$ cat src/design/unsharp_defines.svh
`ifndef UNSHARP_DEFINES_SVH
`define UNSHARP_DEFINES_SVH

// pixel format
`define UNSHARP_DATA_W 8

// frame geometry, small default keeps sims short
`define UNSHARP_IMG_W 8
`define UNSHARP_IMG_H 8

// enhancement gain on the edge term
`define UNSHARP_WEIGHT 2

// mean ~= sum * 28 / 256, close to sum / 9
`define UNSHARP_MEAN_MUL 28
`define UNSHARP_MEAN_SHIFT 8

`endif

$ cat src/design/unsharp_pkg.sv
`default_nettype none

`include "unsharp_defines.svh"

package unsharp_pkg;

  typedef logic [`UNSHARP_DATA_W-1:0] pixel_t;
  typedef logic [$clog2(`UNSHARP_IMG_W)-1:0] col_t; // column / line buffer address
  typedef logic [$clog2(`UNSHARP_IMG_H)-1:0] row_t; // row count within a frame

  // one raster beat from the source
  typedef struct packed {
    logic   hav; // horizontal active
    logic   vav; // vertical active
    pixel_t pix;
  } raster_t;

  // 3x3 neighbourhood, t = older row, b = newest row
  typedef struct packed {
    pixel_t tl;
    pixel_t tm;
    pixel_t tr;
    pixel_t ml;
    pixel_t mc; // centre
    pixel_t mr;
    pixel_t bl;
    pixel_t bm;
    pixel_t br;
  } window_t;

  typedef enum logic [3:0] {
    IDLE,
    FIRST_LEFT,
    FIRST_MID,
    FIRST_RIGHT,
    BODY_LEFT,
    BODY_MID,
    BODY_RIGHT,
    FLUSH_WAIT, // last row stored, waiting for vav to drop
    LAST_LEFT,
    LAST_MID,
    LAST_RIGHT
  } border_e;

endpackage

`default_nettype wire

$ cat src/design/line_buffer.sv
`timescale 1ns/1ps
`default_nettype none

`include "unsharp_defines.svh"

module line_buffer import unsharp_pkg::*; (
  input  wire logic   clk,
  input  wire logic   rstb,
  input  wire logic   i_shift,   // advance one column
  input  wire pixel_t i_pix,     // newest pixel
  output pixel_t      o_up1,     // one row above, current column
  output pixel_t      o_up2,     // two rows above, current column
  output logic        o_last_col
);

  localparam col_t LAST_COL = col_t'(`UNSHARP_IMG_W - 1);

  // mem1 holds the previous row, mem2 the one before
  pixel_t mem1 [`UNSHARP_IMG_W];
  pixel_t mem2 [`UNSHARP_IMG_W];
  col_t   addr;

  // column pointer, shared by both rows
  always_ff @(posedge clk or negedge rstb) begin
    if (!rstb) begin
      addr <= '0;
    end else if (i_shift) begin
      addr <= (addr == LAST_COL) ? '0 : addr + col_t'(1); // wrap at row end
    end
  end

  // write new pixel, push old row one step further up
  always_ff @(posedge clk) begin
    if (i_shift) begin
      mem1[addr] <= i_pix;
      mem2[addr] <= mem1[addr];
    end
  end

  assign o_up1      = mem1[addr]; // read before overwrite
  assign o_up2      = mem2[addr];
  assign o_last_col = (addr == LAST_COL);

endmodule

`default_nettype wire

$ cat src/design/sharpen_pipe.sv
`timescale 1ns/1ps
`default_nettype none

`include "unsharp_defines.svh"

module sharpen_pipe import unsharp_pkg::*; #(
  parameter int WEIGHT = `UNSHARP_WEIGHT
) (
  input  wire logic    clk,
  input  wire logic    rstb,
  input  wire window_t i_win,
  input  wire logic    i_win_valid,
  output pixel_t       o_pix,
  output logic         o_valid
);

  localparam int DW     = `UNSHARP_DATA_W;
  localparam int SUM_W  = DW + 4;                            // nine pixels
  localparam int PROD_W = DW + `UNSHARP_MEAN_SHIFT;          // mean sits in the top DW bits
  localparam int ENH_W  = DW + 2 + $clog2(WEIGHT + 1);       // sign + headroom for the gain
  localparam logic signed [ENH_W-1:0] WEIGHT_S = ENH_W'(WEIGHT);

  logic [9:0]              vld_q;     // valid, one bit per stage
  window_t                 win_q;
  pixel_t                  ctr_q [6]; // centre, stages 2..7
  logic [DW:0]             sum2_q [4];
  logic [DW+1:0]           sum3_q [2];
  logic [DW+2:0]           sum4_q;
  logic [SUM_W-1:0]        sum5_q;
  logic [PROD_W-1:0]       prod_q;
  pixel_t                  mean_q;
  pixel_t                  mean_d_q;
  logic signed [DW:0]      edge_q;    // centre - mean
  logic signed [ENH_W-1:0] edge_ext;
  logic signed [ENH_W-1:0] mean_ext;
  logic signed [ENH_W-1:0] enh_q;

  always_ff @(posedge clk or negedge rstb) begin
    if (!rstb) begin
      vld_q <= '0;
    end else begin
      vld_q <= {vld_q[8:0], i_win_valid};
    end
  end

  always_ff @(posedge clk) begin
    win_q     <= i_win;                                          // 1
    sum2_q[0] <= {1'b0, win_q.tl} + {1'b0, win_q.tm};            // 2
    sum2_q[1] <= {1'b0, win_q.tr} + {1'b0, win_q.ml};
    sum2_q[2] <= {1'b0, win_q.mr} + {1'b0, win_q.bl};
    sum2_q[3] <= {1'b0, win_q.bm} + {1'b0, win_q.br};
    sum3_q[0] <= {1'b0, sum2_q[0]} + {1'b0, sum2_q[1]};          // 3
    sum3_q[1] <= {1'b0, sum2_q[2]} + {1'b0, sum2_q[3]};
    sum4_q    <= {1'b0, sum3_q[0]} + {1'b0, sum3_q[1]};          // 4
    sum5_q    <= {1'b0, sum4_q} + SUM_W'(ctr_q[2]);              // 5, centre joins here
    prod_q    <= PROD_W'(sum5_q * `UNSHARP_MEAN_MUL);            // 6
    mean_q    <= prod_q[PROD_W-1 -: DW];                         // 7
    edge_q    <= $signed({1'b0, ctr_q[5]}) - $signed({1'b0, mean_q}); // 8
    mean_d_q  <= mean_q;
    enh_q     <= mean_ext + WEIGHT_S * edge_ext;                 // 9
  end

  // centre pixel follows the sum tree
  always_ff @(posedge clk) begin
    ctr_q[0] <= win_q.mc;
    for (int i = 1; i < 6; i++) begin
      ctr_q[i] <= ctr_q[i-1];
    end
  end

  assign edge_ext = $signed({{(ENH_W-DW-1){edge_q[DW]}}, edge_q}); // sign extend
  assign mean_ext = $signed({{(ENH_W-DW){1'b0}}, mean_d_q});

  // 10, clamp to pixel range
  always_ff @(posedge clk) begin
    if (enh_q[ENH_W-1]) begin
      o_pix <= '0;                 // undershoot
    end else if (|enh_q[ENH_W-2:DW]) begin
      o_pix <= '1;                 // overshoot past 255
    end else begin
      o_pix <= enh_q[DW-1:0];
    end
  end

  assign o_valid = vld_q[9];

endmodule

`default_nettype wire

$ cat src/design/unsharp_top.sv
`timescale 1ns/1ps
`default_nettype none

module unsharp_top import unsharp_pkg::*; (
  input  wire logic    clk,
  input  wire logic    rstb,
  input  wire raster_t i_raster,
  output pixel_t       o_pix,
  output logic         o_valid
);

  logic    shift;     // one column step of the line buffer
  pixel_t  new_pix;
  pixel_t  up1;
  pixel_t  up2;
  logic    last_col;
  window_t win;
  logic    win_valid;

  // raster tracking and border handling
  window_former u_window_former (
    .clk         (clk),
    .rstb        (rstb),
    .i_raster    (i_raster),
    .i_up1       (up1),
    .i_up2       (up2),
    .i_last_col  (last_col),
    .o_shift     (shift),
    .o_pix       (new_pix),
    .o_win       (win),
    .o_win_valid (win_valid)
  );

  // previous two rows
  line_buffer u_line_buffer (
    .clk        (clk),
    .rstb       (rstb),
    .i_shift    (shift),
    .i_pix      (new_pix),
    .o_up1      (up1),
    .o_up2      (up2),
    .o_last_col (last_col)
  );

  // fixed 10-cycle arithmetic
  sharpen_pipe u_sharpen_pipe (
    .clk         (clk),
    .rstb        (rstb),
    .i_win       (win),
    .i_win_valid (win_valid),
    .o_pix       (o_pix),
    .o_valid     (o_valid)
  );

endmodule

`default_nettype wire

$ cat src/design/window_former.sv
`timescale 1ns/1ps
`default_nettype none

`include "unsharp_defines.svh"

module window_former import unsharp_pkg::*; (
  input  wire logic    clk,
  input  wire logic    rstb,
  input  wire raster_t i_raster,
  input  wire pixel_t  i_up1,      // line buffer, row above
  input  wire pixel_t  i_up2,      // line buffer, two rows above
  input  wire logic    i_last_col,
  output logic         o_shift,
  output pixel_t       o_pix,
  output window_t      o_win,
  output logic         o_win_valid
);

  localparam row_t LAST_ROW = row_t'(`UNSHARP_IMG_H - 1);

  logic    hav_q;
  logic    vav_q;
  pixel_t  pix_q;
  logic    act;       // registered pixel is live
  logic    act_d;
  logic    row_end;
  row_t    row_cnt;
  border_e state;
  border_e state_nxt;
  logic    flush;     // shifting out the last row
  logic    shift;
  // tap chains, d1 = centre column, d2 = left column
  pixel_t  bot_d1;
  pixel_t  bot_d2;
  pixel_t  mid_d1;
  pixel_t  mid_d2;
  pixel_t  top_d1;
  pixel_t  top_d2;
  // rows picked for the top and bottom of the window
  pixel_t  t_l;
  pixel_t  t_c;
  pixel_t  t_r;
  pixel_t  b_l;
  pixel_t  b_c;
  pixel_t  b_r;
  logic    at_left;
  logic    at_right;

  // input register, flags only get reset
  always_ff @(posedge clk or negedge rstb) begin
    if (!rstb) begin
      hav_q <= 1'b0;
      vav_q <= 1'b0;
      act_d <= 1'b0;
    end else begin
      hav_q <= i_raster.hav;
      vav_q <= i_raster.vav;
      act_d <= act;
    end
  end

  always_ff @(posedge clk) begin
    pix_q <= i_raster.pix;
  end

  assign act     = hav_q & vav_q;
  assign row_end = act_d & ~act; // falling edge of the active row

  always_ff @(posedge clk or negedge rstb) begin
    if (!rstb) begin
      row_cnt <= '0;
    end else if (row_end) begin
      row_cnt <= (row_cnt == LAST_ROW) ? '0 : row_cnt + row_t'(1);
    end
  end

  always_ff @(posedge clk or negedge rstb) begin
    if (!rstb) begin
      state <= IDLE;
    end else begin
      state <= state_nxt;
    end
  end

  always_comb begin
    state_nxt = state;
    case (state)
      IDLE: begin
        if (act && row_cnt == row_t'(1)) state_nxt = FIRST_LEFT; // row 0 only fills mem1
        else if (act && row_cnt != '0)   state_nxt = BODY_LEFT;
      end
      FIRST_LEFT:  state_nxt = FIRST_MID;
      FIRST_MID:   state_nxt = i_last_col ? FIRST_RIGHT : FIRST_MID;
      FIRST_RIGHT: state_nxt = (row_cnt == LAST_ROW) ? FLUSH_WAIT : IDLE; // 2-row frame
      BODY_LEFT:   state_nxt = BODY_MID;
      BODY_MID:    state_nxt = i_last_col ? BODY_RIGHT : BODY_MID;
      BODY_RIGHT:  state_nxt = (row_cnt == LAST_ROW) ? FLUSH_WAIT : IDLE;
      FLUSH_WAIT:  state_nxt = vav_q ? FLUSH_WAIT : LAST_LEFT;
      LAST_LEFT:   state_nxt = LAST_MID;
      LAST_MID:    state_nxt = i_last_col ? LAST_RIGHT : LAST_MID;
      LAST_RIGHT:  state_nxt = IDLE;
      default:     state_nxt = IDLE;
    endcase
  end

  // last row is still in mem1, clock it out with no new input
  assign flush = (state == FLUSH_WAIT && !vav_q) || state == LAST_LEFT || state == LAST_MID;
  assign shift = act | flush;

  always_ff @(posedge clk) begin
    if (shift) begin
      bot_d1 <= pix_q;
      bot_d2 <= bot_d1;
      mid_d1 <= i_up1;
      mid_d2 <= mid_d1;
      top_d1 <= i_up2;
      top_d2 <= top_d1;
    end
  end

  assign at_left  = (state == FIRST_LEFT)  || (state == BODY_LEFT)  || (state == LAST_LEFT);
  assign at_right = (state == FIRST_RIGHT) || (state == BODY_RIGHT) || (state == LAST_RIGHT);

  // row replication at top and bottom border
  always_comb begin
    {t_l, t_c, t_r} = {top_d2, top_d1, i_up2};
    {b_l, b_c, b_r} = {bot_d2, bot_d1, pix_q};
    case (state)
      FIRST_LEFT, FIRST_MID, FIRST_RIGHT: {t_l, t_c, t_r} = {mid_d2, mid_d1, i_up1};
      LAST_LEFT, LAST_MID, LAST_RIGHT:    {b_l, b_c, b_r} = {mid_d2, mid_d1, i_up1};
      default: ;
    endcase
  end

  // column replication at left and right border
  always_comb begin
    o_win.tl = at_left  ? t_c : t_l;
    o_win.tm = t_c;
    o_win.tr = at_right ? t_c : t_r;
    o_win.ml = at_left  ? mid_d1 : mid_d2;
    o_win.mc = mid_d1;
    o_win.mr = at_right ? mid_d1 : i_up1;
    o_win.bl = at_left  ? b_c : b_l;
    o_win.bm = b_c;
    o_win.br = at_right ? b_c : b_r;
  end

  assign o_win_valid = (state != IDLE) && (state != FLUSH_WAIT);
  assign o_shift     = shift;
  assign o_pix       = pix_q;

endmodule

`default_nettype wire

$ cat config.mk
export PLATFORM = sky130hd
export DESIGN_NAME = unsharp_top
export DESIGN_NICKNAME = d
export VERILOG_FILES = /design/src/design/unsharp_pkg.sv /design/src/design/line_buffer.sv /design/src/design/sharpen_pipe.sv /design/src/design/unsharp_top.sv /design/src/design/window_former.sv
export VERILOG_INCLUDE_DIRS = /design/src /design/src/design
export SDC_FILE = /design/constraint.sdc
export NUM_CORES = 1
export LEC_CHECK = 0
export BUFFER_PORTS_ARGS = -buffer_cell sky130_fd_sc_hd__buf_2
export CELL_PAD_IN_SITES_DETAIL_PLACEMENT = 1
export CELL_PAD_IN_SITES_GLOBAL_PLACEMENT = 1
export CORE_ASPECT_RATIO = 1.2
export CORE_MARGIN = 2
export CORE_UTILIZATION = 56
export CTS_BUF_LIST = sky130_fd_sc_hd__clkbuf_16
export CTS_CLUSTER_DIAMETER = 150
export CTS_CLUSTER_SIZE = 8
export DETAILED_ROUTE_END_ITERATION = 12
export PLACE_DENSITY_LB_ADDON = 0.1
export SLEW_MARGIN = 25
export SYNTH_ARGS = -nofsm -noshare
export SYNTH_HDL_FRONTEND = slang
export SYNTH_SLANG_ARGS = --single-unit
$ cat constraint.sdc
create_clock -name clk -period 4.55 [get_ports clk]
set_input_delay 0.91 -clock clk [delete_from_list [all_inputs] [get_ports clk]]
set_output_delay 0.91 -clock clk [all_outputs]
set_load 0.03 [all_outputs]
* Word-level counts from Yosys, hierarchy flattened *
Memory sizes are Yosys's and may differ from the RTL's.
Cells that the tools add are included.

cells by class
  add/sub/neg operators = 12
  multipliers = 1
  equal/unequal tests = 15
  multiplexer cells = 25
  bitwise operators = 4
  reductions and logical operators = 18

operators by type and width
  kind                   count
  $mux 8                 13
  $add 8x8->9            4
  $pmux 4 s9             1
  $add 9x9->10           2
  $eq 4x3->1 const B     4
  $mul 12x3->14 const B  1
  $add 11x8->12          1
  $eq 4x4->1 const B     3
  $mux 4                 3
  $add 10x10->11         1
  $add 9x10->11          1
  $mux 3                 3
  $reduce_or 3->1        3
  $sub 8x8->9            1
  $eq 4x2->1 const B     2
  $add 3x1->3 const B    2
  $eq 3x3->1 const B     2
  $logic_or 1x1->1       6
  $eq 4x1->1 const B     1
  $logic_and 1x1->1      4
  $logic_not 4->1        1
  $mux 2                 2
  $ne 4x3->1 const B     1
  $reduce_bool 4->1      1
  other kinds (9)        12

storage, ports and cells
  register bits after elaboration = 233
  RAM bits = 232
  input port bits = 12
  output and inout port bits = 9
  word-level logic and storage cells = 111
  memories = 5

memory list
  memory                 words  bits a word  rd ports  clocked after memory_dff  write ports  line                text
  u_line_buffer.mem1     8      8            1         0                         1            line_buffer.sv:19   pixel_t mem1 [`UNSHARP_IMG_W];
  u_line_buffer.mem2     8      8            1         0                         1            line_buffer.sv:20   pixel_t mem2 [`UNSHARP_IMG_W];
  u_sharpen_pipe.ctr_q   6      8            6         0                         6            sharpen_pipe.sv:25  pixel_t ctr_q [6];
  u_sharpen_pipe.sum2_q  4      9            4         0                         4            sharpen_pipe.sv:26  logic [DW:0] sum2_q [4];
  u_sharpen_pipe.sum3_q  2      10           2         0                         2            sharpen_pipe.sv:27  logic [DW+1:0] sum3_q [2];

* Longest topological paths before layout *
Gate-level depths: netlist of run 1.

  depth in word-level cells = 7
  mapped depth = 10
  gate-level depth less buffers = 10

* Cells and area by module *
Synthesis of run 1 repeated with hierarchy kept, for this count alone.

second synthesis, totals
  cell total of the unflattened synthesis = 1355
  area total of the unflattened synthesis = 17850.9 um^2

modules (own cells, without submodules)
  module         times used  cells each  area each (um^2)  sequential area each (um^2)
  sharpen_pipe   1           799         9395.3            5275.1
  line_buffer    1           271         5207.5            3918.8
  window_former  1           285         3248.1            1851.8

* Worst setup path after synthesis of run 1 *
Ideal clock, no wire load.

  kind = register to register
  from = reg u_window_former.state[1]
  to = mem u_line_buffer.mem1[0][0] in the netlist's numbering (enable)
  library setup time = 0.388 ns
  arrival time = 2.463 ns
  data required time = 4.162 ns
  path slack = 1.698 ns
  cell stages (with the launch flop) = 8
  path buffers = 2
  clock period less this slack = 2.852 ns
  cell sequence = dfrtp_1 clkbuf_1 nand4b_1 o22ai_1 nand2b_1 buf_2 nand2_1 nor2_1

between the ends
  word-level cells in the longest chain between the ends = 7
  elaborated cells between the ends (all ways) = 9
  those cells by class = eq/ne (3); mux (2); bitwise (1); reduce/logical (3)

RTL lines
  what                            line                  text
  start, declared                 window_former.sv:28   border_e state;
  start signal, assigned          window_former.sv:81   state <= state_nxt;
  $eq 4x3->1                      window_former.sv:107  assign flush = (state == FLUSH_WAIT && !vav_q) || state == LAST_LEFT || state == LAST_MID;
  $logic_and 1x1->1               window_former.sv:107
  $logic_or 1x1->1                window_former.sv:107
  $logic_or 1x1->1 *              window_former.sv:107
  $or 1x1->1 *                    window_former.sv:108  assign shift = act | flush;
  via shift                       unsharp_top.sv:12     logic shift;
  $mux 1 *                        line_buffer.sv:34     if (i_shift) begin
  $mux 1 (implied by the code) *  line_buffer.sv:35     mem1[addr] <= i_pix;
  end, declared                   line_buffer.sv:19

The timed path passes the listed nets; every way through them passes the cells marked *.

==> key figures, run 1 <==
Clocking
  – Later-pin clock latency in the skew report: 0.56 ns
  – CTS tree: built
  – CTS Root Buffer Type: sky130_fd_sc_hd__clkbuf_16
  – Number of clock sinks: 458
  – CTS HTree Levels: 3
  – Setup Buffers After CTS: 0
  – Deepest clock path buffer count: 3
  – Post-CTS clock slew at the launch and capture registers of the worst setup and hold paths: 0.05 ns
  – Count of instances resized after the clock tree is built: 0
  – Count of hold-fix buffers inserted at cts: 0
  – Inserted Clock Buffers: 67

Timing
  – Share of the clock period used by the worst path: 67.5%
  – Number of setup violations in the final report: 0
  – Slew at the pin closest to its max-slew limit: 0.972 ns
  – Min Tclk post-route: 3.07 ns
  – Hold Fails Final Rpt: 0
  – Max-slew headroom: 35.2%
  – Fmax: 326 MHz
  – Final slew viol count: 0
  – Setup tns final: 0 ns
  – Setup Skew: 0.0231 ns
  – Unrepaired setup endpoints after global routing: false

Setup path
  – Largest delay contributor family on the critical path: compound AO/OA/AOI/OAI gates
  – Crit end category: flop
  – Worst setup path class: flop to flop
  – Cell at the slowest stage of the critical path: sky130_fd_sc_hd__o21ai_1
  – Arrival time of data at the critical path endpoint: 3.54 ns
  – Delay of the slowest critical-path stage: 0.78 ns
  – Buffers and inverters on the worst path: 2
  – Top fanout value on the critical path: 30
  – Worst Setup Start Kind: flop
  – Req. time, crit path: 5.02 ns
  – Cell Chain, Critical Path: buf_4 > inv_1 > nor2_2 > a221oi_1 > o21ai_1 > mux2i_1 > a21oi_1

Detailed routing
  – Via density: 5.61
  – Wire length on met2: 21,200 um
  – Drt initial violations: 600
  – Uppermost layer routed: met4
  – Wire length after detailed routing: 38,300 um
  – First-pass iteration count of the detailed router: 4
  – Count of nets left with antenna violations after detail routing: 0
  – Met3 WL post-DR: 1410 um
  – Via count: 10,200
  – Number of design rule violations left after detail routing: 0
  – Routed length on met1: 14,400 um
  – Average routed wire per standard cell: 21.1 um

Worst hold path
  – Type of the tightest min-delay check: flop to flop

Run status
  – Result of the run: finished, final reports clean

Synthesis
  – Count of flip-flops with a built-in enable after synthesis: 176
  – #FFs+latches synth: 458
  – Post-synthesis area per instance: 13.2 um^2
  – Count of mapped cells out of synthesis: 1,320
  – Leading register cell type out of synthesis: sky130_fd_sc_hd__dfxtp_1
  – Synthesized netlist net count: 1,454
  – Sequential area share after synthesis: 63.3%
  – Syn. warnings: 0
  – Summed instance area of the synthesized netlist: 17,500 um^2
  – Number of distinct library cells after synthesis: 71
  – Fraction of synthesis flops using an asynchronous set or reset pin: 5.02%

Cells and area
  – Area delta synth->final: 13.8%
  – Total number of nets in the final design: 1,519
  – Most frequent cells in the layout: 259 x sky130_fd_sc_hd__dfxtp_1, 176 x sky130_fd_sc_hd__edfxtp_1, 101 x sky130_fd_sc_hd__ha_1
  – Fraction of layout instances using a drive strength above 1: 12.3%
  – Antenna diode count: 0
  – Most common library cell in the layout ignoring fill and taps: sky130_fd_sc_hd__dfxtp_1

Floorplanning
  – Row count: 70
  – Area of the die: 32,600 um^2
  – Height of the die: 197 um
  – Starting density of the core: 57.1%
  – Number of primary I/O pins: 21
  – Die extent in x: 165 um
  – Area inside the core boundary: 30,600 um^2

Global route
  – First-pass GRT wire length: 61,600 um
  – Maximum number of pins on one net before global-route repair: 54
  – Global routing usage summed across all routing layers: 24.8%
  – Number of global-route vias before repair: 11,500
  – GRT overflow: 0
  – Antenna violations before repair: 0

Placed design
  – HPWL Detailed: 25,100 um
  – Last weighted congestion value of the routability-driven placer: 0.875
  – Count of buffers from port buffering: 20

Job
  – MaxCap Viol Count: 0
-- worst reg2reg max path, delay by kind of cell (launching register included) --
kind / cells / cell delay (ns)
simple gates: 1 / 0.45
flops: 1 / 0.32
mux: 1 / 0.21
buf+inv: 2 / 0.82
compound gates: 3 / 1.19
-- final timing paths --
path / startpoint / end / slack [ns] / depth (start not counted)
hold / removal: u_sharpen_pipe.win_q[38] / u_sharpen_pipe.ctr_q[0][6] / 0.32 / 0
setup / recovery: u_line_buffer.addr[0] / u_sharpen_pipe.win_q[52] / 1.48 / 7
hold reg to reg: u_sharpen_pipe.win_q[38] / u_sharpen_pipe.ctr_q[0][6] / 0.32 / 0
min in group asynchronous: rstb / u_line_buffer.addr[0] / 0.36 / 1
max in group asynchronous: rstb / u_window_former.vav_q / 3.78 / 1
setup reg to reg: u_line_buffer.addr[0] / u_sharpen_pipe.win_q[52] / 1.48 / 7
-- state kept, by name, indices dropped and copies added, names as in the netlist, 8 cells and up --
signal,count
u_sharpen_pipe.win_q,72
u_line_buffer.mem1,64
u_line_buffer.mem2,64
u_sharpen_pipe.ctr_q,48
u_sharpen_pipe.sum2_q,36
u_sharpen_pipe.sum3_q,20
u_sharpen_pipe.sum5_q,12
u_sharpen_pipe.enh_q,11
u_sharpen_pipe.sum4_q,11
u_sharpen_pipe.vld_q,10
u_sharpen_pipe.edge_q,9
u_sharpen_pipe.mean_d_q,8
u_sharpen_pipe.mean_q,8
u_sharpen_pipe.o_pix,8
u_sharpen_pipe.prod_q,8
u_window_former.bot_d1,8
u_window_former.bot_d2,8
u_window_former.mid_d1,8
u_window_former.mid_d2,8
u_window_former.o_pix,8
u_window_former.top_d1,8
u_window_former.top_d2,8
-- routing by layer --
| metal | global-route usage [%] | vias up |
|---|---|---|
| li1 | - | 4807 |
| met1 | 26.8 | 5099 |
| met2 | 46.7 | 191 |
| met3 | 4.66 | 85 |
| met4 | 10.4 | 0 |
| met5 | 0 | - |
-- cell usage after synthesis, types with 3 or more instances --
| cell type | count | area share [%] |
|---|---|---|
| sky130_fd_sc_hd__a21o_1 | 22 | 0.95 |
| sky130_fd_sc_hd__a21oi_1 | 63 | 1.8 |
| sky130_fd_sc_hd__a21oi_2 | 5 | 0.25 |
| sky130_fd_sc_hd__a221oi_1 | 19 | 0.95 |
| sky130_fd_sc_hd__a22oi_1 | 5 | 0.22 |
| sky130_fd_sc_hd__buf_2 | 11 | 0.32 |
| sky130_fd_sc_hd__buf_4 | 8 | 0.34 |
| sky130_fd_sc_hd__buf_6 | 5 | 0.32 |
| sky130_fd_sc_hd__clkbuf_1 | 12 | 0.26 |
| sky130_fd_sc_hd__dfrtp_1 | 23 | 3.3 |
| sky130_fd_sc_hd__dfxtp_1 | 259 | 30 |
| sky130_fd_sc_hd__edfxtp_1 | 176 | 30 |
| sky130_fd_sc_hd__fa_1 | 21 | 2.4 |
| sky130_fd_sc_hd__ha_1 | 101 | 7.2 |
| sky130_fd_sc_hd__inv_1 | 60 | 1.3 |
| sky130_fd_sc_hd__mux2_2 | 21 | 1.4 |
| sky130_fd_sc_hd__mux2_4 | 10 | 0.86 |
| sky130_fd_sc_hd__mux2i_1 | 32 | 1.8 |
| sky130_fd_sc_hd__mux4_2 | 8 | 1.0 |
| sky130_fd_sc_hd__nand2_1 | 90 | 1.9 |
| sky130_fd_sc_hd__nand2b_1 | 15 | 0.54 |
| sky130_fd_sc_hd__nand3_1 | 6 | 0.17 |
| sky130_fd_sc_hd__nor2_1 | 94 | 2.0 |
| sky130_fd_sc_hd__nor2b_1 | 13 | 0.47 |
| sky130_fd_sc_hd__nor3_1 | 13 | 0.37 |
| sky130_fd_sc_hd__o211ai_1 | 5 | 0.22 |
| sky130_fd_sc_hd__o21a_1 | 6 | 0.26 |
| sky130_fd_sc_hd__o21ai_0 | 56 | 1.6 |
| sky130_fd_sc_hd__o21ai_1 | 10 | 0.29 |
| sky130_fd_sc_hd__o21bai_1 | 5 | 0.22 |
| sky130_fd_sc_hd__o22ai_1 | 7 | 0.25 |
| sky130_fd_sc_hd__o2bb2ai_1 | 3 | 0.15 |
| sky130_fd_sc_hd__o41ai_1 | 6 | 0.30 |
| sky130_fd_sc_hd__or2_2 | 3 | 0.11 |
| sky130_fd_sc_hd__xnor2_1 | 54 | 2.7 |
| sky130_fd_sc_hd__xor2_1 | 21 | 1.1 |
-- per-stage QoR --
| step | cell area, um^2 | setup WS, ns | cells | util, % | hold slack (ns) |
|---|---|---|---|---|---|
| finish | 19900 | 1.48 | 1816 | 65.0 | 0.320 |
| global route | 19900 | 1.36 | 1816 | 65.0 | 0.323 |
| CTS | 19900 | 1.59 | 1816 | 65.0 | 0.319 |
| detailed placement | 17900 | 1.72 | 1712 | 58.7 | 0.313 |
| global placement | 17900 | 1.93 | 1712 | 58.7 | 0.310 |
| floorplan | 17500 | 1.70 | 1320 | - | 0.310 |
-- cells by family after synthesis --
group / synth area share, %
simple gates: 6.37
fa+ha+maj: 9.65
flops: 63.3
compound gates: 9.01
buf+inv: 2.59
xor+xnor: 3.76
mux: 5.34
-- layout make-up --
class / instances / area (um^2)
multi-input combinational: 763 / 5970
clock buffer: 70 / 1750
clock inverter: 34 / 171
timing repair buffer: 33 / 198
fill: 2876 / 10700
inverter: 62 / 233
tap: 396 / 495
sequential: 458 / 11000
Power of run 1 is left out: the tool's default activity adds up to more than one toggle a clock period on the data nets, which glitch-free logic cannot reach.
==> inputs of run 2 (changes only) <==
--- a/config.mk
+++ b/config.mk
@@ -6,12 +6,13 @@
 export SDC_FILE = /design/constraint.sdc
 export NUM_CORES = 1
 export LEC_CHECK = 0
+export ABC_AREA = 1
 export BUFFER_PORTS_ARGS = -buffer_cell sky130_fd_sc_hd__buf_2
 export CELL_PAD_IN_SITES_DETAIL_PLACEMENT = 1
 export CELL_PAD_IN_SITES_GLOBAL_PLACEMENT = 1
 export CORE_ASPECT_RATIO = 1.2
 export CORE_MARGIN = 2
-export CORE_UTILIZATION = 56
+export CORE_UTILIZATION = 50
 export CTS_BUF_LIST = sky130_fd_sc_hd__clkbuf_16
 export CTS_CLUSTER_DIAMETER = 150
 export CTS_CLUSTER_SIZE = 8
==> constraint.sdc (replaced) <==
create_clock -name clk -period 3 [get_ports clk]
set_input_delay 0.6 -clock clk [delete_from_list [all_inputs] [get_ports clk]]
set_output_delay 0.6 -clock clk [all_outputs]
set_load 0.03 [all_outputs]
==> run 2 against run 1 <==
Compared with the run above:
- critical path depth grew 2
- area after synthesis grew 5.3%
- register-to-register slack lost 0.87 ns
- count of clock-buffer cells in the layout shrank 1
- core utilization shrank 7.3 points
- global-route usage shrank 0.27 points
- synthesized cell count grew 33%
- wire length grew 18%
- worst hold slack lost 0.30 ns
- first-iteration DRC count shrank 2.3%
- worst setup slack lost 0.87 ns
- flip-flop and latch count is the same
==> key figures, run 2 <==
Synthesis
  – Summed instance area of the synthesized netlist: 18,400 um^2 (+5.3%)
  – Count of mapped cells out of synthesis: 1,759 (+33%)
  – Post-synthesis area per instance: 10.4 um^2 (-21%)
  – Sequential area share after synthesis: 60.1% (-3.2 points)
  – Synthesized netlist net count: 1,893 (+30%)
  – Post-synth top area share: 28.8% (-1.5 points)
  – Cell accounting for the most synthesized area: sky130_fd_sc_hd__edfxtp_1
  – Biggest area contributors in the synthesized netlist: sky130_fd_sc_hd__edfxtp_1 29%, sky130_fd_sc_hd__dfxtp_1 28%, sky130_fd_sc_hd__nand2_1 9.2%
  – Most frequently used cell type in the post-synthesis netlist: sky130_fd_sc_hd__nand2_1
  – #FFs+latches synth: 458 (unchanged)
  – Count of flip-flops with a built-in enable after synthesis: 176 (unchanged)
  – Leading register cell type out of synthesis: sky130_fd_sc_hd__dfxtp_1
  – Number of distinct library cells after synthesis: 41 (-42%)
  – Fraction of synthesis flops using an asynchronous set or reset pin: 5.02% (unchanged)
  – List of most frequent post-synthesis cells: 449 x sky130_fd_sc_hd__nand2_1, 259 x sky130_fd_sc_hd__dfxtp_1, 176 x sky130_fd_sc_hd__edfxtp_1
  – Syn. warnings: 0 (unchanged)

Cells and area
  – Flip-flop count of the largest register after layout: 72 (unchanged)
  – Share of the core filled with cells in the final layout: 57.7% (-7.3 points)
  – Total number of nets in the final design: 1,955 (+29%)
  – Most common library cell in the layout ignoring fill and taps: sky130_fd_sc_hd__nand2_1
  – Top register by number of flip-flops: u_sharpen_pipe.win_q
  – Most frequent cells in the layout: 449 x sky130_fd_sc_hd__nand2_1, 259 x sky130_fd_sc_hd__dfxtp_1, 176 x sky130_fd_sc_hd__edfxtp_1
  – Area delta synth->final: 13.1%
  – Registers with the highest flip-flop counts: u_sharpen_pipe.win_q: 72 flops, u_line_buffer.mem1: 64 flops, u_line_buffer.mem2: 64 flops
  – Fraction of layout instances using a drive strength above 1: 7.41% (-4.8 points)

Timing
  – Final slew viol count: 0 (unchanged)
  – Setup tns final: 0 ns (unchanged)
  – Fmax: 418 MHz (+28%)
  – Min Tclk post-route: 2.40 ns (-0.676 ns)
  – Unrepaired setup endpoints after global routing: false
  – Slew at the pin closest to its max-slew limit: 0.758 ns (-0.215 ns)
  – Share of the clock period used by the worst path: 79.8% (+12 points)
  – Number of setup violations in the final report: 0 (unchanged)
  – Setup Skew: 0.0243 ns (+0.00115 ns)
  – Max-slew headroom: 49.4% (+14 points)
  – Hold Fails Final Rpt: 0 (unchanged)

Detailed routing
  – Drt initial violations: 586 (-2.3%)
  – Via density: 5.40 (-3.7%)
  – Number of design rule violations left after detail routing: 0 (unchanged)
  – Wire length after detailed routing: 45,300 um (+18%)
  – Count of nets left with antenna violations after detail routing: 0 (unchanged)
  – Via count: 12,500 (+23%)
  – Average routed wire per standard cell: 19.6 um (-7.3%)
  – First-pass iteration count of the detailed router: 5 (+1)

Clocking
  – Inserted Clock Buffers: 67 (unchanged)
  – Post-CTS clock slew at the launch and capture registers of the worst setup and hold paths: 0.05 ns (about the same)
  – CTS Root Buffer Type: sky130_fd_sc_hd__clkbuf_16
  – Number of clock sinks: 458 (unchanged)
  – CTS tree: built
  – Setup Buffers After CTS: 0 (unchanged)
  – CTS HTree Levels: 3 (unchanged)
  – Deepest clock path buffer count: 3 (unchanged)
  – Later-pin clock latency in the skew report: 0.56 ns (about the same)
  – Count of hold-fix buffers inserted at cts: 0 (unchanged)
  – Count of instances resized after the clock tree is built: 0 (unchanged)

Setup path
  – Req. time, crit path: 3.18 ns (-1.84 ns)
  – Top fanout value on the critical path: 16 (-47%)
  – Worst Setup Start Kind: flop
  – Crit end category: flop
  – Arrival time of data at the critical path endpoint: 2.57 ns (-0.97 ns)
  – Worst setup path class: flop to flop

Run status
  – Result of the run: finished, final reports clean

Global route
  – Antenna violations before repair: 1 (+1)
  – Global routing usage summed across all routing layers: 24.5% (-0.27 points)
  – Number of global-route vias before repair: 13,800 (+20%)
  – Maximum number of pins on one net before global-route repair: 63 (+17%)
  – First-pass GRT wire length: 72,700 um (+18%)
  – GRT overflow: 0 (unchanged)

Placed design
  – HPWL Detailed: 31,200 um (+24%)
  – Last weighted congestion value of the routability-driven placer: 0.821 (-6.1%)
  – Count of buffers from port buffering: 20 (unchanged)

Floorplanning
  – Row count: 76 (+8.6%)
  – Starting density of the core: 51.0% (-6.1 points)
  – Number of primary I/O pins: 21 (unchanged)
  – Area of the die: 38,300 um^2 (+18%)
  – Die extent in x: 179 um (+8.4%)
  – Height of the die: 214 um (+8.4%)
  – Area inside the core boundary: 36,000 um^2 (+18%)

Worst hold path
  – Type of the tightest min-delay check: primary input to asynchronous set/reset pin

Job
  – MaxCap Viol Count: 0 (unchanged)
run 2: cell types whose count changed after synthesis, sizes merged, moves of 15 or more:
cell,delta
nand2b,-15
nand2,+364
mux2,-31
mux2i,-34
buf,+18
xnor2,-37
o21ai,+22
nor2,-33
nand3,+94
xor2,+27
a221oi,-21
inv,+90
nand4,+63
run 2: cell families after synthesis:
| family | count (synthesis) | synth area share (%) |
|---|---|---|
| and+or+nand+nor | 696 | 16.1 |
| DFF | 458 | 60.1 |
| AOI/OAI and AO/OA | 219 | 6.63 |
| xor gates and xnor gates | 65 | 3.10 |
| buffers and inverters | 199 | 4.87 |
| adders and majority gates | 122 | 9.16 |
run 2: critical path, cell delays in order, from the launching register on:
cell	delay, ns
sky130_fd_sc_hd__dfrtp_1	0.45
sky130_fd_sc_hd__inv_2	0.10
sky130_fd_sc_hd__nand2_2	0.07
sky130_fd_sc_hd__nor2_1	0.18
sky130_fd_sc_hd__nand2_1	0.11
sky130_fd_sc_hd__nand3_2	0.19
sky130_fd_sc_hd__nand2_1	0.09
sky130_fd_sc_hd__inv_1	0.13
sky130_fd_sc_hd__nand3_1	0.09
sky130_fd_sc_hd__inv_1	0.58
run 2: worst paths after layout:
check | start | depth (start not counted) | to | slack, ns
max in group asynchronous | rstb | 1 | u_line_buffer.addr[0] | 2.59
worst max-delay path | u_window_former.state[3] | 9 | u_line_buffer.mem2[3][7] | 0.60
worst min-delay path | rstb | 1 | u_window_former.hav_q | 0.02
worst max register to register | u_window_former.state[3] | 9 | u_line_buffer.mem2[3][7] | 0.60
worst min register to register | u_sharpen_pipe.prod_q[9] | 0 | u_sharpen_pipe.mean_q[1] | 0.32
min in group clk | i_raster[5] | 1 | u_window_former.o_pix[5] | 0.14
run 2: stage by stage:
stage	hold slack, ns	cell area (um^2)	setup WS [ns]	cells
6_report	0.0240	20800	0.605	2319
5_1_grt	0.0451	20800	0.434	2318
4_1_cts	0.0206	20800	0.578	2318
3_5_place_dp	0.313	18900	0.625	2220
3_3_place_gp	0.310	18900	0.736	2220
2_1_floorplan	0.304	18400	0.823	1759
run 2: layer usage:
metal	vias up	share of wire [%]	track usage, %
li1	6040	-	-
met1	6126	39	27.9
met2	235	53	44.1
met3	115	3.5	4.08
met4	0	4.3	11.8
met5	-	0	0
run 2: area by class of cell:
| cell class | instances | area [um^2] |
|---|---|---|
| multi-input cells | 1102 | 6440 |
| well taps | 468 | 586 |
| inverters | 152 | 578 |
| diodes | 1 | 2.50 |
| flip-flops and latches | 458 | 11000 |
| clock buffers | 69 | 1730 |
| fillers | 3843 | 15200 |
| repair buffers | 40 | 288 |
| clock inverters | 29 | 124 |
Power of run 2 is left out for the same reason.
